File: config.mk
export PLATFORM = sky130hd
export DESIGN_NAME = csr_ipi_router
export DESIGN_NICKNAME = d
export VERILOG_FILES = /design/src/rtl/mp64_pkg.sv /design/src/rtl/csr_ipi_router.sv
export VERILOG_INCLUDE_DIRS = /design/src /design/src/include
export SDC_FILE = /design/constraint.sdc
export NUM_CORES = 1
export LEC_CHECK = 0
export ABC_AREA = 0
export BUFFER_PORTS_ARGS = -buffer_cell sky130_fd_sc_hd__buf_4
export CELL_PAD_IN_SITES_DETAIL_PLACEMENT = 1
export CELL_PAD_IN_SITES_GLOBAL_PLACEMENT = 2
export CORE_MARGIN = 2
export CORE_UTILIZATION = 11
export DETAILED_ROUTE_END_ITERATION = 8
export PLACE_DENSITY_LB_ADDON = 0.08
export RECOVER_POWER = 50
export SETUP_SLACK_MARGIN = 0.15
export SLEW_MARGIN = 40
export SYNTH_ARGS = -nofsm -noshare
export SYNTH_HDL_FRONTEND = slang
export SYNTH_SLANG_ARGS = --single-unit
File: constraint.sdc
create_clock -name vclk -period 1.9
set_clock_uncertainty 0.1 [all_clocks]
set_input_delay 0.19 -clock vclk [all_inputs]
set_output_delay 0.19 -clock vclk [all_outputs]
set_load 0.01 [all_outputs]
File: src/include/mp64_settings.svh
/*
 * Shared constants of the Megapad-64 interconnect: core count, bus widths,
 * peripheral map and system-information values. Included by the package and the RTL.
 */
`ifndef MP64_SETTINGS_SVH
`define MP64_SETTINGS_SVH

// ====================
// Cores and widths
// ====================
`define MP64_NUM_CORES      4
`define MP64_CORE_ID_BITS   2
`define MP64_TILE_ADDR_BITS 20
`define MP64_TILE_DATA_BITS 512
`define MP64_MMIO_ADDR_BITS 12
`define MP64_CSR_ADDR_BITS  8
`define MP64_XLEN           64

// CSR addresses caught for the mailbox
`define MP64_CSR_MBOX       8'h22
`define MP64_CSR_IPIACK     8'h23

// ====================
// Peripheral map
// ====================
// Region code lives in MMIO address bits 11..8
`define MP64_REGION_UART     4'h0
`define MP64_REGION_TIMER    4'h1
`define MP64_REGION_DISK     4'h2
`define MP64_REGION_SYSINFO  4'h3
`define MP64_REGION_NIC      4'h4
`define MP64_REGION_MBOX     4'h5
`define MP64_REGION_SPINLOCK 4'h6

// System information answers
`define MP64_SYSINFO_ID     64'h4D50_3634_0002_0001
`define MP64_RAM_BYTES      64'd1048576

`endif

File: src/rtl/mp64_pkg.sv
/*
 * Types shared by the interconnect RTL and its testbench.
 * Import with a wildcard in the module header.
 */
`include "mp64_settings.svh"

package mp64_pkg;

    // ====================
    // Core indexing
    // ====================
    // Index of one core
    typedef logic [`MP64_CORE_ID_BITS-1:0] core_id_t;
    // One bit per core, bit c belongs to core c
    typedef logic [`MP64_NUM_CORES-1:0] core_mask_t;

    // ====================
    // Bus fields
    // ====================
    // Tile port A, one 512-bit line per address
    typedef logic [`MP64_TILE_ADDR_BITS-1:0] tile_addr_t;
    typedef logic [`MP64_TILE_DATA_BITS-1:0] tile_data_t;

    // Peripheral window offset
    typedef logic [`MP64_MMIO_ADDR_BITS-1:0] mmio_addr_t;
    // CSR number as issued by the CPU
    typedef logic [`MP64_CSR_ADDR_BITS-1:0] csr_addr_t;

    typedef logic [`MP64_XLEN-1:0] xword_t;
    typedef logic [7:0] byte_t;

    // Tile arbiter FSM
    typedef enum logic {
        ARB_IDLE,
        ARB_BUSY
    } arb_state_t;

endpackage

File: src/rtl/csr_ipi_router.sv
/*
 * Per-core CSR steering: mailbox and IPI-acknowledge writes go to the mailbox,
 * and the CSR read data comes from the mailbox or the tile engine.
 */
`timescale 1ns/1ps
`include "mp64_settings.svh"

module csr_ipi_router
    import mp64_pkg::*;
(
    // From the CPU
    input  logic      csr_wen,
    input  csr_addr_t csr_addr,

    // Read sources
    input  xword_t    tile_csr_rdata,
    input  xword_t    mbox_csr_rdata,

    // Write strobe into the mailbox CSR port
    output logic      mbox_csr_wen,
    // Back to the CPU
    output xword_t    csr_rdata
);

    logic mbox_hit;

    // ====================
    // Address match
    // ====================
    // Only these two CSRs belong to the mailbox
    assign mbox_hit = (csr_addr == `MP64_CSR_MBOX) ||
                      (csr_addr == `MP64_CSR_IPIACK);

    // Tile engine still sees every write on its own csr_wen
    assign mbox_csr_wen = csr_wen && mbox_hit;

    // ====================
    // Read select
    // ====================
    // Same address test picks the read source
    always_comb begin
        if (mbox_hit) begin
            csr_rdata = mbox_csr_rdata;
        end else begin
            csr_rdata = tile_csr_rdata;
        end
    end

endmodule

# == After elaboration in Yosys (flattened, before gate mapping) ==
# Cells that the tools add are included.
# word_totals
in_bits,137
ramBits,0
latchBits,0
memories,0
romBits,0
regBits,0
# op_classes
magnitude_cmp,0
multipliers,0
bitwise_logic,0
eq_ne,2
shifts,0
mux,1
n_reduce_logical,2
addsub,0
n_div,0
# op_table
operator,n
64-bit 2-to-1 mux,1
8-bit by 6-bit == test with 1-bit output (second input constant),2
1-bit logical AND,1
1-bit logical OR,1

# == Logic depth before layout (Yosys ltp) ==
# depth
word_depth,3
ltp_mapped,5
mapped_depth_nobuf,3

# == Least setup slack after synthesis ==
# Ideal clock, no wire load.
# synth_path
path_type,input-to-output
from,in csr_addr[7]
to,out csr_rdata[0]
t_arrival_ns,1.223
n_path_buf,2
cell_stages,5
setup_slack_ns,0.387
path_cell_list,nor4_1 nand4b_1 buf_4 buf_6 mux2_4
# synth_via
elab_chain_cells,3
# synth_lines
item,line,source
from (decl),csr_ipi_router.sv:13,"input csr_addr_t csr_addr,"
8-bit by 6-bit == test with 1-bit output (no line),--,
1-bit logical OR (*),csr_ipi_router.sv:31,assign mbox_hit = (csr_addr == `MP64_CSR_MBOX) ||
64-bit 2-to-1 mux (*),csr_ipi_router.sv:42,if (mbox_hit) begin
to (decl),csr_ipi_router.sv:22,output xword_t csr_rdata
# Mark *: on every way between the ends. The rest lies on a longest branch, timed or not.

# == Worst setup path in the final report ==
# layout_path
from,in csr_addr[7]
to,out csr_rdata[5]
# The elaborated chain is that of the path after synthesis.

==> flow_summary.toml <==
[status]
status = "finished, final reports clean"

[pwr]
clkPwrFrac = 0
internal_power_w = 0.000344
seq_power_share = 0
ir_drop_uv = 47.7
finalPower_w = 0.000477
pwr-share-comb = 1.000
p_leak_nw = 1.49
p_per_area_nw_per_um2 = 181
power.switching_w = 0.000133
switching_share = 0.280

[worst_setup_path]
arrival_ns = 1.52
worstSetupStartpointType = "input pin"
worstPathRequired_ns = 1.61
cp_max_fo = 29
crit_type = "input pin to output pin"
endpoint_kind = "output pin"

[synthesis]
syn_avg_cell_area_um2 = 13.3
syn_nets = 212
synthCells = 75
synthMuxAreaShare = 0.909
yosys-top-cells-area = "mux2_4 (74%), mux2_2 (17%), buf_6 (5.7%)"
synth_adder_area_share = 0
synth-simple-area-share = 0.0189
synthXorXnorAreaFrac = 0
ys_warn_count = 0
ys_seq_area_frac = 0
synth_top_area_frac = 0.740
synth_top_area_cell = "mux2_4"
synth_top_family_by_area = "multiplexers"
synth_compound_area_frac = 0
synth_area_um2 = 995
synth_cell_types = 9

[placement]
gp_congestion = 0.641
placedCellCount = 380
pre_cts_ws_ns = -0.0199
io_buffers = 201
post-dp-hpwl_um = 4590

[layout]
drive_gt1_frac = 0.924
layout_common_cells = "buf_4 (176), mux2_4 (40), mux2_2 (16), buf_6 (16), clkbuf_1 (10)"
area_growth_pct = 165
nFillCells = 1062
clockBufferCount = 0
antenna-diode-count = 0
design.seq.count = 0
num-nets-final = 414
fin_cells = 383
layout_commonest_cell = "buf_4"
ff_latch_area_um2 = 0

[routing]
first_iter_violations = 4
antenna_left = 0
vias = 1469
drc = 0
routed_wl_um = 5350
dr.pass1.iters = 2
vias_per_cell = 3.84
routedWlPerCell_um = 14.0

[timing]
worstMarginPinSlew_ns = 0.289
post-route-period-util = 0.952
slew_headroom = 0.807
min_period_ns = 1.81
report.final.slew_viol_count = 0
hold_violations = 0
fmax_mhz = 553
finalSetupViolCount = 0
fin_ws_ns = 0.0908
rsz0062_at_grt = "yes"

[die]
core_um2 = 8760
die_w_um = 99.1
die_y_um = 99.1
num_io_pins = 202
dieArea_um2 = 9820
rows = 34
start_util = 0.114

[hold_path]
min-delay-path-class = "input pin to output pin"

[global_route]
grt_pass1_wl_um = 7140
antenna_found_initial = 0
grt_max_degree = 30
grt_pass1_vias = 1431
grt_overflow = 0
grt_usage = 0.0880

[run]
drv_cap = 0
cell usage after synthesis (all sizes together):
master  instances
buf             6
nor4            1
nor2            1
nand4b          1
clkbuf          1
mux2           64
inv             1
power groups by stage:
stage	combinational [W]	clock (W)	sequential, W
after floorplan	0.000154	0	0
after global placement	0.000481	0	0
after CTS	0.000489	0	0
after global routing	0.000510	0	0
final	0.000477	0	0
after detailed placement	0.000486	0	0
worst paths after layout:
check / start / cells after the start / slack, ns / to
min: tile_csr_rdata[9] / 3 / 0.58 / csr_rdata[9]
max: csr_addr[7] / 7 / 0.09 / csr_rdata[5]
layer usage:
layer,GRT usage,up-vias,share of wire
li1,-,687,-
met1,0.0999,661,0.36
met2,0.170,119,0.51
met3,0.0246,2,0.12
met4,0.00527,0,0.0064
met5,0,-,0
kinds of logic after synthesis:
logic type,count (synthesis)
mux,64
buf+inv,8
simple gates,3
what timing repair did:
action / in CTS / in global routing
gates resized for setup: 7 / 18
setup buffers: 1 / 0
gates cloned: 0 / 2
hold buffers: 0 / 0
pin swaps: 1 / 0
setup endpoints to repair: 56 / 64
area by class of cell:
cell class / instances / area [um^2] / share of cell area
inverter: 1 / 3.75 / 0.00142
tap: 108 / 135 / 0.0512
timing repair buffer: 207 / 1600 / 0.605
multi-input combinational: 67 / 905 / 0.343
stage by stage:
stage,hold WS [ns],cell area [um^2],setup TNS [ns],util
2_1_floorplan,0.367,995,0,-
3_3_place_gp,0.581,2590,-1.61,0.296
3_5_place_dp,0.583,2590,-0.476,0.296
4_1_cts,0.583,2630,0,0.300
5_1_grt,0.583,2640,0,0.301
6_report,0.575,2640,0,0.301
worst max-delay path, stage by stage:
cell	delay [ns]
buf_6	0.09
nor4_4	0.25
nand4b_1	0.14
buf_6	0.16
buf_8	0.19
mux2_4	0.33
buf_4	0.14
Note: power is estimated with default switching activity, not from simulation.
