==> src/include/mp64_settings.svh <==
/*
 * Shared constants of the Megapad-64 interconnect: core count, bus widths,
 * peripheral map and system-information values. Included by the package and the RTL.
 */
`ifndef MP64_SETTINGS_SVH
`define MP64_SETTINGS_SVH

// ====================
// Cores and widths
// ====================
`define MP64_NUM_CORES      4
`define MP64_CORE_ID_BITS   2
`define MP64_TILE_ADDR_BITS 20
`define MP64_TILE_DATA_BITS 512
`define MP64_MMIO_ADDR_BITS 12
`define MP64_CSR_ADDR_BITS  8
`define MP64_XLEN           64

// CSR addresses caught for the mailbox
`define MP64_CSR_MBOX       8'h22
`define MP64_CSR_IPIACK     8'h23

// ====================
// Peripheral map
// ====================
// Region code lives in MMIO address bits 11..8
`define MP64_REGION_UART     4'h0
`define MP64_REGION_TIMER    4'h1
`define MP64_REGION_DISK     4'h2
`define MP64_REGION_SYSINFO  4'h3
`define MP64_REGION_NIC      4'h4
`define MP64_REGION_MBOX     4'h5
`define MP64_REGION_SPINLOCK 4'h6

// System information answers
`define MP64_SYSINFO_ID     64'h4D50_3634_0002_0001
`define MP64_RAM_BYTES      64'd1048576

`endif

==> src/rtl/mp64_pkg.sv <==
/*
 * Types shared by the interconnect RTL and its testbench.
 * Import with a wildcard in the module header.
 */
`include "mp64_settings.svh"

package mp64_pkg;

    // ====================
    // Core indexing
    // ====================
    // Index of one core
    typedef logic [`MP64_CORE_ID_BITS-1:0] core_id_t;
    // One bit per core, bit c belongs to core c
    typedef logic [`MP64_NUM_CORES-1:0] core_mask_t;

    // ====================
    // Bus fields
    // ====================
    // Tile port A, one 512-bit line per address
    typedef logic [`MP64_TILE_ADDR_BITS-1:0] tile_addr_t;
    typedef logic [`MP64_TILE_DATA_BITS-1:0] tile_data_t;

    // Peripheral window offset
    typedef logic [`MP64_MMIO_ADDR_BITS-1:0] mmio_addr_t;
    // CSR number as issued by the CPU
    typedef logic [`MP64_CSR_ADDR_BITS-1:0] csr_addr_t;

    typedef logic [`MP64_XLEN-1:0] xword_t;
    typedef logic [7:0] byte_t;

    // Tile arbiter FSM
    typedef enum logic {
        ARB_IDLE,
        ARB_BUSY
    } arb_state_t;

endpackage

==> src/rtl/mmio_decoder.sv <==
/*
 * Decodes the peripheral window into selects and returns the selected read byte.
 * Also answers the system-information registers. Fully combinational.
 */
`timescale 1ns/1ps
`include "mp64_settings.svh"

module mmio_decoder
    import mp64_pkg::*;
(
    input  logic       mmio_req,
    input  mmio_addr_t mmio_addr,

    // Read bytes from the peripherals
    input  byte_t      uart_rdata,
    input  byte_t      timer_rdata,
    input  byte_t      disk_rdata,
    input  byte_t      nic_rdata,
    input  byte_t      mbox_rdata,

    // One-hot peripheral selects
    output logic       uart_sel,
    output logic       timer_sel,
    output logic       disk_sel,
    output logic       nic_sel,
    output logic       mbox_sel,

    output xword_t     mmio_rdata
);

    logic [3:0] region;
    logic       sysinfo_sel;
    xword_t     sysinfo_rdata;

    // Region code in the top nibble
    assign region = mmio_addr[11:8];

    // ====================
    // Region decode
    // ====================
    always_comb begin
        uart_sel    = mmio_req && (region == `MP64_REGION_UART);
        timer_sel   = mmio_req && (region == `MP64_REGION_TIMER);
        disk_sel    = mmio_req && (region == `MP64_REGION_DISK);
        sysinfo_sel = mmio_req && (region == `MP64_REGION_SYSINFO);
        nic_sel     = mmio_req && (region == `MP64_REGION_NIC);
        // Mailbox block also serves the spinlocks
        mbox_sel    = mmio_req && ((region == `MP64_REGION_MBOX) ||
                                   (region == `MP64_REGION_SPINLOCK));
    end

    // ====================
    // System information
    // ====================
    // Offset taken from the low address byte
    always_comb begin
        case (mmio_addr[7:0])
            8'h00:   sysinfo_rdata = `MP64_SYSINFO_ID;
            8'h08:   sysinfo_rdata = `MP64_RAM_BYTES;
            8'h10:   sysinfo_rdata = xword_t'(`MP64_NUM_CORES);
            default: sysinfo_rdata = '0;
        endcase
    end

    // ====================
    // Read multiplexer
    // ====================
    // Peripheral bytes are zero-extended, no select gives 0
    always_comb begin
        mmio_rdata = '0;
        if (uart_sel) begin
            mmio_rdata = xword_t'(uart_rdata);
        end else if (timer_sel) begin
            mmio_rdata = xword_t'(timer_rdata);
        end else if (disk_sel) begin
            mmio_rdata = xword_t'(disk_rdata);
        end else if (nic_sel) begin
            mmio_rdata = xword_t'(nic_rdata);
        end else if (mbox_sel) begin
            mmio_rdata = xword_t'(mbox_rdata);
        end else if (sysinfo_sel) begin
            mmio_rdata = sysinfo_rdata;
        end
    end

    // Priority in the mux above relies on at most one select
    always_comb begin
        a_sel_onehot: assert ($onehot0({uart_sel, timer_sel, disk_sel,
                                        sysinfo_sel, nic_sel, mbox_sel}))
            else $error("peripheral selects not one-hot");
    end

endmodule

==> config.mk <==
export PLATFORM = sky130hd
export DESIGN_NAME = mmio_decoder
export DESIGN_NICKNAME = d
export VERILOG_FILES = /design/src/rtl/mp64_pkg.sv /design/src/rtl/mmio_decoder.sv
export VERILOG_INCLUDE_DIRS = /design/src /design/src/include
export SDC_FILE = /design/constraint.sdc
export NUM_CORES = 1
export LEC_CHECK = 0
export BUFFER_PORTS_ARGS = -buffer_cell sky130_fd_sc_hd__buf_4
export CORE_MARGIN = 2
export CORE_UTILIZATION = 34
export DETAILED_ROUTE_END_ITERATION = 8
export GPL_ROUTABILITY_DRIVEN = 0
export GPL_TIMING_DRIVEN = 0
export PLACE_DENSITY_LB_ADDON = 0.15
export SYNTH_ARGS = -nofsm -noshare
export SYNTH_HDL_FRONTEND = slang
export SYNTH_SLANG_ARGS = --single-unit
==> constraint.sdc <==
create_clock -name vclk -period 1.5
set_input_delay 0.075 -clock vclk [all_inputs]
set_output_delay 0.075 -clock vclk [all_outputs]
set_load 0.02 [all_outputs]
== After elaboration in Yosys (flattened, before gate mapping) ==
Index checks and enable logic that the tools add are counted.
W data, S select, Z words.

* Reduce and logical (&&, ||, !) cells: 9
* Multiplexer cells: 7
* Equality and inequality tests: 8

{| class="wikitable"
|+ Operators with widths
! operator !! count
|-
| $mux W63 || 6
|-
| $pmux W63 S3 || 1
|-
| $eq A4 B3 Y1 const B || 3
|-
| $eq A4 B2 Y1 const B || 2
|-
| $eq A8 B4 Y1 const B || 1
|-
| $eq A8 B5 Y1 const B || 1
|-
| $logic_not A8 Y1 || 1
|-
| $logic_and A1 B1 Y1 || 6
|-
| $eq A4 B1 Y1 const B || 1
|-
| $logic_not A4 Y1 || 1
|-
| $logic_or A1 B1 Y1 || 1
|}

* Output and inout bits: 69
* Input port bits: 53
* Word-level logic and storage cells: 24
* Bits in registers: 0

== Longest topological paths before layout ==
Gate-level depths: netlist (run 1).

* Depth after elaboration: 8
* Depth in mapped cells: 7
* Gate-level depth less buffers: 6

== Worst setup path after synthesis (run 1) ==
Ideal clock, no wire load.

* Path type: input-to-output
* Start point: input port mmio_addr[1]
* End point: output port mmio_rdata[0]
* Data required time: 1.425 ns
* Stages on the path: 5
* Path slack: -0.452 ns
* Data arrival time: 1.877 ns
* Path buffers: 0
* Cell sequence: nor4b_2 -> nand2_1 -> nor4_2 -> o21ai_1 -> a21oi_1

* Word-level cells in the longest chain between the ends: 8
* Elaborated cells on any way between the ends: 10
* Classes of those cells: eq/ne: 2; mux: 7; reduce/logical: 1

{| class="wikitable"
|+ Ends and longest elaborated chain
! element !! RTL line !! text
|-
| from (decl) || mmio_decoder.sv:12 || <nowiki>input mmio_addr_t mmio_addr,</nowiki>
|-
| $eq A8 B5 Y1 (tied with other cells) || mmio_decoder.sv:57 || <nowiki>case (mmio_addr[7:0])</nowiki>
|-
| $pmux W63 S3 * || mmio_decoder.sv:57 ||
|-
| $mux W63 * || mmio_decoder.sv:81 || <nowiki>end else if (sysinfo_sel) begin</nowiki>
|-
| $mux W63 * || mmio_decoder.sv:79 || <nowiki>end else if (mbox_sel) begin</nowiki>
|-
| $mux W63 * || mmio_decoder.sv:77 || <nowiki>end else if (nic_sel) begin</nowiki>
|-
| $mux W63 * || mmio_decoder.sv:75 || <nowiki>end else if (disk_sel) begin</nowiki>
|-
| $mux W63 * || mmio_decoder.sv:73 || <nowiki>end else if (timer_sel) begin</nowiki>
|-
| $mux W63 * || mmio_decoder.sv:71 || <nowiki>if (uart_sel) begin</nowiki>
|-
| to (decl) || mmio_decoder.sv:28 || <nowiki>output xword_t mmio_rdata</nowiki>
|}

Mark *: on every way between the ends. The rest lies on a longest branch, timed or not.

== Final worst setup path (run 1) ==
* Start point: input port mmio_addr[11]
* End point: output port mmio_rdata[37]

* Word-level cells in the longest chain between the ends: 8
* Elaborated cells on any way between the ends: 20
* Classes of those cells: eq/ne: 6; mux: 6; reduce/logical: 8

{| class="wikitable"
|+ Ends and longest elaborated chain
! element !! RTL line
|-
| $eq A4 B2 Y1 (no source line) / $eq A4 B3 Y1 (equally long branches) || --
|-
| $logic_and A1 B1 Y1 / $logic_or A1 B1 Y1 (equally long branches) || mmio_decoder.sv:45, mmio_decoder.sv:48
|-
| $mux W63 / $logic_and A1 B1 Y1 (equally long branches) || mmio_decoder.sv:81, mmio_decoder.sv:48
|-
| $mux W63 || mmio_decoder.sv:79
|-
| $mux W63 || mmio_decoder.sv:77
|-
| $mux W63 || mmio_decoder.sv:75
|-
| $mux W63 || mmio_decoder.sv:73
|-
| $mux W63 * || mmio_decoder.sv:71
|}

Marks and branches as above.

==> impl_metrics.toml, run 1 <==
[floorplan]
row_count = 19
chipWidth_um = 57.1
top_level_ports = 122
core_area_um2 = 2710
floorplan.die.height_um = 57.1
floorplan.die_area_um2 = 3260
floorplan.initialDensity = 0.354

[critical_path]
worstSetupEndpointType = "output pin"
crit_path_cell_trace = "buf_4 -> nor2b_4 -> nand2b_4 -> nor4_4 -> bufbuf_16 -> buf_6 -> buf_6"
startpoint_type = "input pin"
worst_path_largest_cell_delay_ns = 0.32
timing.setup.critical_path_class = "in2out"
critical_path.most_common_cell = "buf_6"
cp_max_fo = 7
timing.critical_path.arrival_ns = 1.33
slowest_stage = "bufbuf_16"
worstPathRequired_ns = 1.42

[global_routing]
grt_pass1_vias = 1005
grt_use_met2 = 0.315
grt_use_total = 0.163
top_usage_layer = "met2"
grt.met3_usage = 0.0136
grt_pass1_wl_mm = 4.57
grt-ovfl-total = 0
use_met1 = 0.209
pin_count_of_the_biggest_net_entering_global_routing = 11
antenna_found_initial = 0

[sta]
fin_crit_ns = 1.41
final.period_utilization = 0.939
timing.final.setup_violations = 0
hold_viol_final = 0
post-route-worst-setup-slack_ns = 0.0919
hold-worst-slack_ns = 0.451
max_freq_ghz = 0.710
final_number_of_max_transition_violations = 0
rsz0062_at_grt = "false"

[placed_design]
place.detailed.hpwl_mm = 2.49
portBuffers = 81
dp_worst_setup_slack_ns = -0.191

[final_layout]
nFlopsAndLatches = 0
finish.utilization = 0.705
n_antenna_cell = 0
syn_to_final_growth_pct = 99.5
area.sequential_um2 = 0
final_nets = 328
drive_gt1_frac = 0.568
clock_buffers = 0

[power]
power_frac_seq = 0
power.share.clock = 0
worst_ir_drop_vdd_uv = 170
power-per-cell-area_nw_per_um2 = 225
power.net_switching_uw = 210
power.combinational.fraction = 1.000
static-leakage-power_nw = 1.09
switching_share = 0.488
p_int_uw = 220

[logic_synthesis]
ys_types = 30
synth.yosys.warnings = 0
synthesis.instances = 148
synth_top_area_frac = 0.423
post_synth_main_area_contributors = "buf_4 42%, a21oi_1 6.3%, nand2_1 5.5%"
synth_top_cell_by_area = "buf_4"
seq_area_frac_synth = 0
synth_area_per_cell_um2 = 6.48
most_common_cell_in_the_netlist = "buf_4"
post_synth_most_frequent_cells = "54 x buf_4, 14 x nand2_1, 12 x a21oi_1"
post_synth_instance_area_um2 = 958

[drt]
drt_wl_cell_um = 9.85
drc = 0
drt_pass1_iterations = 4
detailedRoute.firstIterationViolations = 29
route.final.wire_length_mm = 2.99
detail-route-antenna-nets = 0
via_per_inst = 3.95
via_count = 1201

[min_path]
worstHoldPathType = "in2out"

[status]
outcome = "finished, final reports clean"

[flow_run]
drv.max_cap_violation_count = 0

[clock_tree]
postCtsHoldBufs = 0
[layout make-up]
class | count | area [um^2]
Timing Repair Buffer | 85 | 714
Tap cell | 31 | 38.8
Multi-Input combinational cell | 123 | 681
Inverter | 7 | 31.3
Fill cell | 249 | 798
Buffer | 58 | 447
[worst max-delay path: cells and delay by family]
kind	cells	cell delay, ns
and+or+nand+nor	3	0.63
buffers and inverters	4	0.63
[stage by stage]
stage	instances	TNS, ns	area (um^2)	total power [mW]
after global routing	304	0	1910	0.464
after CTS	304	-0.0624	1910	0.425
after floorplan	188	-0.109	1120	0.269
after detailed placement	300	-1.68	1760	0.415
final	304	0	1910	0.430
after global placement	300	-1.36	1760	0.413
[cell usage in the layout (no fill, tap or decap), types with 5 or more instances in the layout]
cell / n
a21oi_1: 12
a221oi_1: 5
buf_4: 125
buf_6: 12
conb_1: 41
inv_1: 5
nand2_1: 13
nand2b_1: 6
nor2_1: 11
o21ai_0: 6
o21ai_1: 6
[power groups by stage]
stage	clock network (mW)	registers, mW	logic [mW]
final	0	0	0.430
after global routing	0	0	0.464
after detailed placement	0	0	0.415
after global placement	0	0	0.413
after floorplan	0	0	0.269
after CTS	0	0	0.425
[final timing paths]
check	slack, ns	start	end	cells after the start
worst min-delay path	0.45	mmio_addr[4]	mmio_rdata[20]	3
worst max-delay path	0.09	mmio_addr[11]	mmio_rdata[37]	7
[routing by layer]
layer	wire length [um]	vias to the layer above
met5	0	-
met4	0	0
met3	238	0
met2	1590	49
met1	1170	496
li1	-	656
[cell families (layout without fill, tap and decap cells)]
group / Yosys count / in the layout / synth area share
AO/OA/AOI/OAI: 32 / 32 / 0.198
adder cells (fa/ha/maj): 2 / 2 / 0.0209
buffers and inverters: 65 / 150 / 0.483
other: 1 / 41 / 0.00391
AND/OR/NAND/NOR: 48 / 48 / 0.294
[repair_timing]
action / CTS / global route
gates cloned: 1 / 0
gates resized for setup: 14 / 1
setup buffers: 3 / 0
pin swaps: 4 / 1
endpoints found under the setup margin: 15 / 11
Power figures use the tool's default switching activity.
==> run 2: changes to the inputs <==
Settings changed: CELL_PAD_IN_SITES_DETAIL_PLACEMENT set to 0, CELL_PAD_IN_SITES_GLOBAL_PLACEMENT set to 2, CORE_UTILIZATION 34 to 14.
==> impl_metrics.toml, run 2 (same netlist as run 1, synthesis figures left out) <==
[sta]
final.period_utilization = 0.937
max_freq_ghz = 0.712
post-route-worst-setup-slack_ns = 0.0950
hold_viol_final = 0
timing.final.setup_violations = 0
final_number_of_max_transition_violations = 0
rsz0062_at_grt = "true"
fin_crit_ns = 1.40

[power]
power.combinational.fraction = 1.000
power_frac_seq = 0
power.net_switching_uw = 213
switching_share = 0.491
power.share.clock = 0
static-leakage-power_nw = 1.07
p_int_uw = 221
fin_total_pwr_uw = 435
worst_ir_drop_vdd_uv = 83.3
power-per-cell-area_nw_per_um2 = 226

[final_layout]
n_antenna_cell = 0
nFlopsAndLatches = 0
drive_gt1_frac = 0.579
area.sequential_um2 = 0
final_cell_count_no_fill = 353
multi_input_area_um2 = 684
commonest_non_fill_non_tap_cell_in_the_layout = "buf_4"
clock_buffers = 0
syn_to_final_growth_pct = 101
final.fill_count = 766
layout.cells.most_common_list = "133 x buf_4, 41 x conb_1, 14 x nand2_1"
final_nets = 328

[drt]
via_per_inst = 3.30
drt_pass1_iterations = 4
detailedRoute.firstIterationViolations = 13
detail-route-antenna-nets = 0
via_count = 1164
route.final.wire_length_mm = 3.35
drt_wl_cell_um = 9.48
drc = 0

[critical_path]
timing.setup.critical_path_class = "in2out"
worstSetupEndpointType = "output pin"
timing.critical_path.arrival_ns = 1.33
startpoint_type = "input pin"
worstPathRequired_ns = 1.42
cp_max_fo = 7

[placed_design]
place.detailed.hpwl_mm = 3.03
dp_worst_setup_slack_ns = -0.254
portBuffers = 81
placed_cells_incl_taps = 349

[global_routing]
grt_pass1_vias = 1017
grt_pass1_wl_mm = 5.00
grt_use_total = 0.0806
grt-ovfl-total = 0
pin_count_of_the_biggest_net_entering_global_routing = 11
antenna_found_initial = 0

[floorplan]
chipWidth_um = 86.7
row_count = 30
floorplan.die.height_um = 86.7
floorplan.initialDensity = 0.143
core_area_um2 = 6720
floorplan.die_area_um2 = 7520
top_level_ports = 122

[min_path]
worstHoldPathType = "in2out"

[clock_tree]
postCtsHoldBufs = 0

[flow_run]
drv.max_cap_violation_count = 0

[status]
outcome = "finished, final reports clean"
run 2: changes by cell type in the layout (fill, tap and decap cells not counted), moves of 2 or more:
cell and change:
buf_4 +8, buf_6 -7, nor4b_2 +2, nor4b_4 -2
run 2: path summary, 6_finish.rpt:
kind / from / to / slack, ns / cells past startpoint
worst min-delay path: mmio_addr[4] / mmio_rdata[20] / 0.46 / 3
worst max-delay path: mmio_addr[11] / mmio_rdata[0] / 0.1 / 8
run 2: worst max-delay path, stage by stage:
cell and delay (ns):
buf_6 0.09, nor2b_4 0.21, nand2b_4 0.13, nor4_4 0.27
buf_6 0.18, o21ai_2 0.07, a21oi_2 0.16, buf_6 0.13
run 2: area by class of cell:
| cell class | count | share of cell area |
|---|---|---|
| multi-input combinational | 123 | 0.355 |
| timing repair buffer | 85 | 0.352 |
| buffer | 58 | 0.224 |
| tap | 80 | 0.0519 |
| inverter | 7 | 0.0175 |
run 2: power by group through the flow:
stage	sequential, mW	combinational, mW	clock (mW)
finish	0	0.435	0
CTS	0	0.423	0
floorplan	0	0.269	0
global route	0	0.471	0
global placement	0	0.422	0
detailed placement	0	0.422	0
run 2: layer usage:
layer	global-route usage	up-vias	part of all wire
met3	0.00857	0	0.078
met5	0	-	0
met2	0.149	52	0.51
met4	0	0	0
li1	-	650	-
met1	0.107	462	0.41
run 2: through the flow:
stage          instance area (um^2)  hold WS, ns  TNS (ns)  utilization
2_1_floorplan                  1120        0.219    -0.109            -
3_3_place_gp                   1830        0.453     -2.51        0.272
3_5_place_dp                   1830        0.456     -2.22        0.272
4_1_cts                        1870        0.458         0        0.279
5_1_grt                        1930        0.468  -0.00972        0.287
6_report                       1930        0.457         0        0.287
run 2: timing repair:
action	4_1_cts	5_1_grt
hold endpoints to repair	0	0
pin swaps	1	3
endpoints found under the setup margin	15	16
gates resized for setup	0	11
buffers inserted	3	1
==> run 3: changes to the inputs <==
Settings changed: SETUP_SLACK_MARGIN set to 0.3.
==> impl_metrics.toml, run 3 (same netlist as run 1, synthesis figures left out) <==
[global_routing]
grt-ovfl-total = 0
pin_count_of_the_biggest_net_entering_global_routing = 11
antenna_found_initial = 0
grt_use_total = 0.0896
grt_pass1_wl_mm = 5.53
grt_pass1_vias = 1131

[critical_path]
worstPathRequired_ns = 1.42
cp_max_fo = 5
worstSetupEndpointType = "output pin"
crit_path_end = "mmio_rdata[0]"
worst_path_largest_cell_delay_ns = 0.27
crit_path_cell_trace = "buf_4 -> nor4b_4 -> nand2_2 -> nor4_4 -> buf_12 -> o21ai_2 -> a21oi_1 -> buf_4"
slowest_stage = "nor4b_4"
startpoint_type = "input pin"
worst_setup_path_startpoint = "mmio_addr[1]"
critical_path.most_common_cell = "buf_4"
timing.setup.critical_path_class = "in2out"
timing.critical_path.arrival_ns = 1.32

[sta]
hold-worst-slack_ns = 0.440
timing.final.setup_violations = 0
final.period_utilization = 0.930
post-route-worst-setup-slack_ns = 0.106
fin_crit_ns = 1.39
final_number_of_max_transition_violations = 0
rsz0062_at_grt = "true"
max_freq_ghz = 0.717
hold_viol_final = 0

[final_layout]
area.sequential_um2 = 0
final_nets = 335
clock_buffers = 0
n_antenna_cell = 0
finish.utilization = 0.337
commonest_non_fill_non_tap_cell_in_the_layout = "buf_4"
syn_to_final_growth_pct = 137
layout.cells.most_common_list = "109 x buf_4, 41 x conb_1, 37 x buf_6"
drive_gt1_frac = 0.661
nFlopsAndLatches = 0

[drt]
drt_pass1_iterations = 4
via_per_inst = 3.41
route.final.wire_length_mm = 3.72
detailedRoute.firstIterationViolations = 21
detail-route-antenna-nets = 0
drt_wl_cell_um = 10.3
drc = 0
via_count = 1228

[floorplan]
row_count = 30
floorplan.die.height_um = 86.7
floorplan.die_area_um2 = 7520
floorplan.initialDensity = 0.143
chipWidth_um = 86.7
top_level_ports = 122
core_area_um2 = 6720

[power]
power.net_switching_uw = 237
power.share.clock = 0
power_frac_seq = 0
power.combinational.fraction = 1.000
static-leakage-power_nw = 1.22
worst_ir_drop_vdd_uv = 86.9
power-per-cell-area_nw_per_um2 = 215
switching_share = 0.488
p_int_uw = 249

[min_path]
worstHoldPathType = "in2out"

[placed_design]
portBuffers = 81
place.detailed.hpwl_mm = 3.10
dp_worst_setup_slack_ns = -0.236

[status]
outcome = "finished, final reports clean"

[flow_run]
drv.max_cap_violation_count = 0
## run 3: changes by cell type in the layout (fill, tap and decap cells not counted), moves of 4 or more
| cell | before | now |
|---|---|---|
| nand2_1 | 14 | 8 |
| buf_4 | 133 | 109 |
| nand2_4 | 0 | 5 |
| a221oi_2 | 1 | 5 |
| a221oi_1 | 4 | 0 |
| o21ai_2 | 1 | 6 |
| buf_6 | 5 | 37 |
## run 3: how the worst min path moves through the flow
stage                        startpoint             end  slack (ns)  cells after the start
after CTS                 uart_rdata[1]   mmio_rdata[1]        0.44                      4
after global routing      uart_rdata[6]   mmio_rdata[6]        0.46                      4
final                     uart_rdata[6]   mmio_rdata[6]        0.44                      4
after floorplan            mmio_addr[3]  mmio_rdata[17]        0.22                      1
after detailed placement  uart_rdata[1]   mmio_rdata[1]        0.45                      4
after global placement    uart_rdata[6]   mmio_rdata[6]        0.45                      4
## run 3: worst max-delay path, delay by kind of cell
family                 cells  cell delay (ns)
AO/OA/AOI/OAI              2             0.20
buffers and inverters      3             0.44
AND/OR/NAND/NOR            3             0.61
## run 3: what timing repair did
item | 4_1_cts | 5_1_grt
endpoints found under the setup margin | 23 | 25
resized for setup | 43 | 30
pin swaps | 8 | 11
setup buffers | 8 | 3
hold buffers | 0 | 0
## run 3: power groups by stage
stage	Combinational, mW	Sequential (mW)	Clock (mW)
finish	0.487	0	0
global route	0.524	0	0
CTS	0.461	0	0
detailed placement	0.435	0	0
global placement	0.436	0	0
floorplan	0.278	0	0
## run 3: routing by layer
metal,vias up,routed length [um],share of wire,global-route usage
li1,664,-,-,-
met1,512,1450,0.39,0.114
met2,50,2010,0.54,0.171
met5,-,0,0,0
met3,2,242,0.065,0.00857
met4,0,14,0.0038,0.00426
## run 3: layout make-up
| cell class | instances | area (um^2) |
|---|---|---|
| buffer | 58 | 473 |
| fill | 740 | 4450 |
| inverter | 7 | 38.8 |
| multi-input combinational | 123 | 831 |
| tap | 80 | 100 |
| timing repair buffer | 92 | 825 |
## run 3: per-stage QoR
step                power [mW]  TNS [ns]  instance area (um^2)  std cells
detailed placement       0.435     -2.09                  1880        349
global route             0.524   -0.0113                  2270        360
finish                   0.487         0                  2270        360
global placement         0.436     -2.11                  1880        349
CTS                      0.461         0                  2130        357
floorplan                0.278   -0.0923                  1170        188
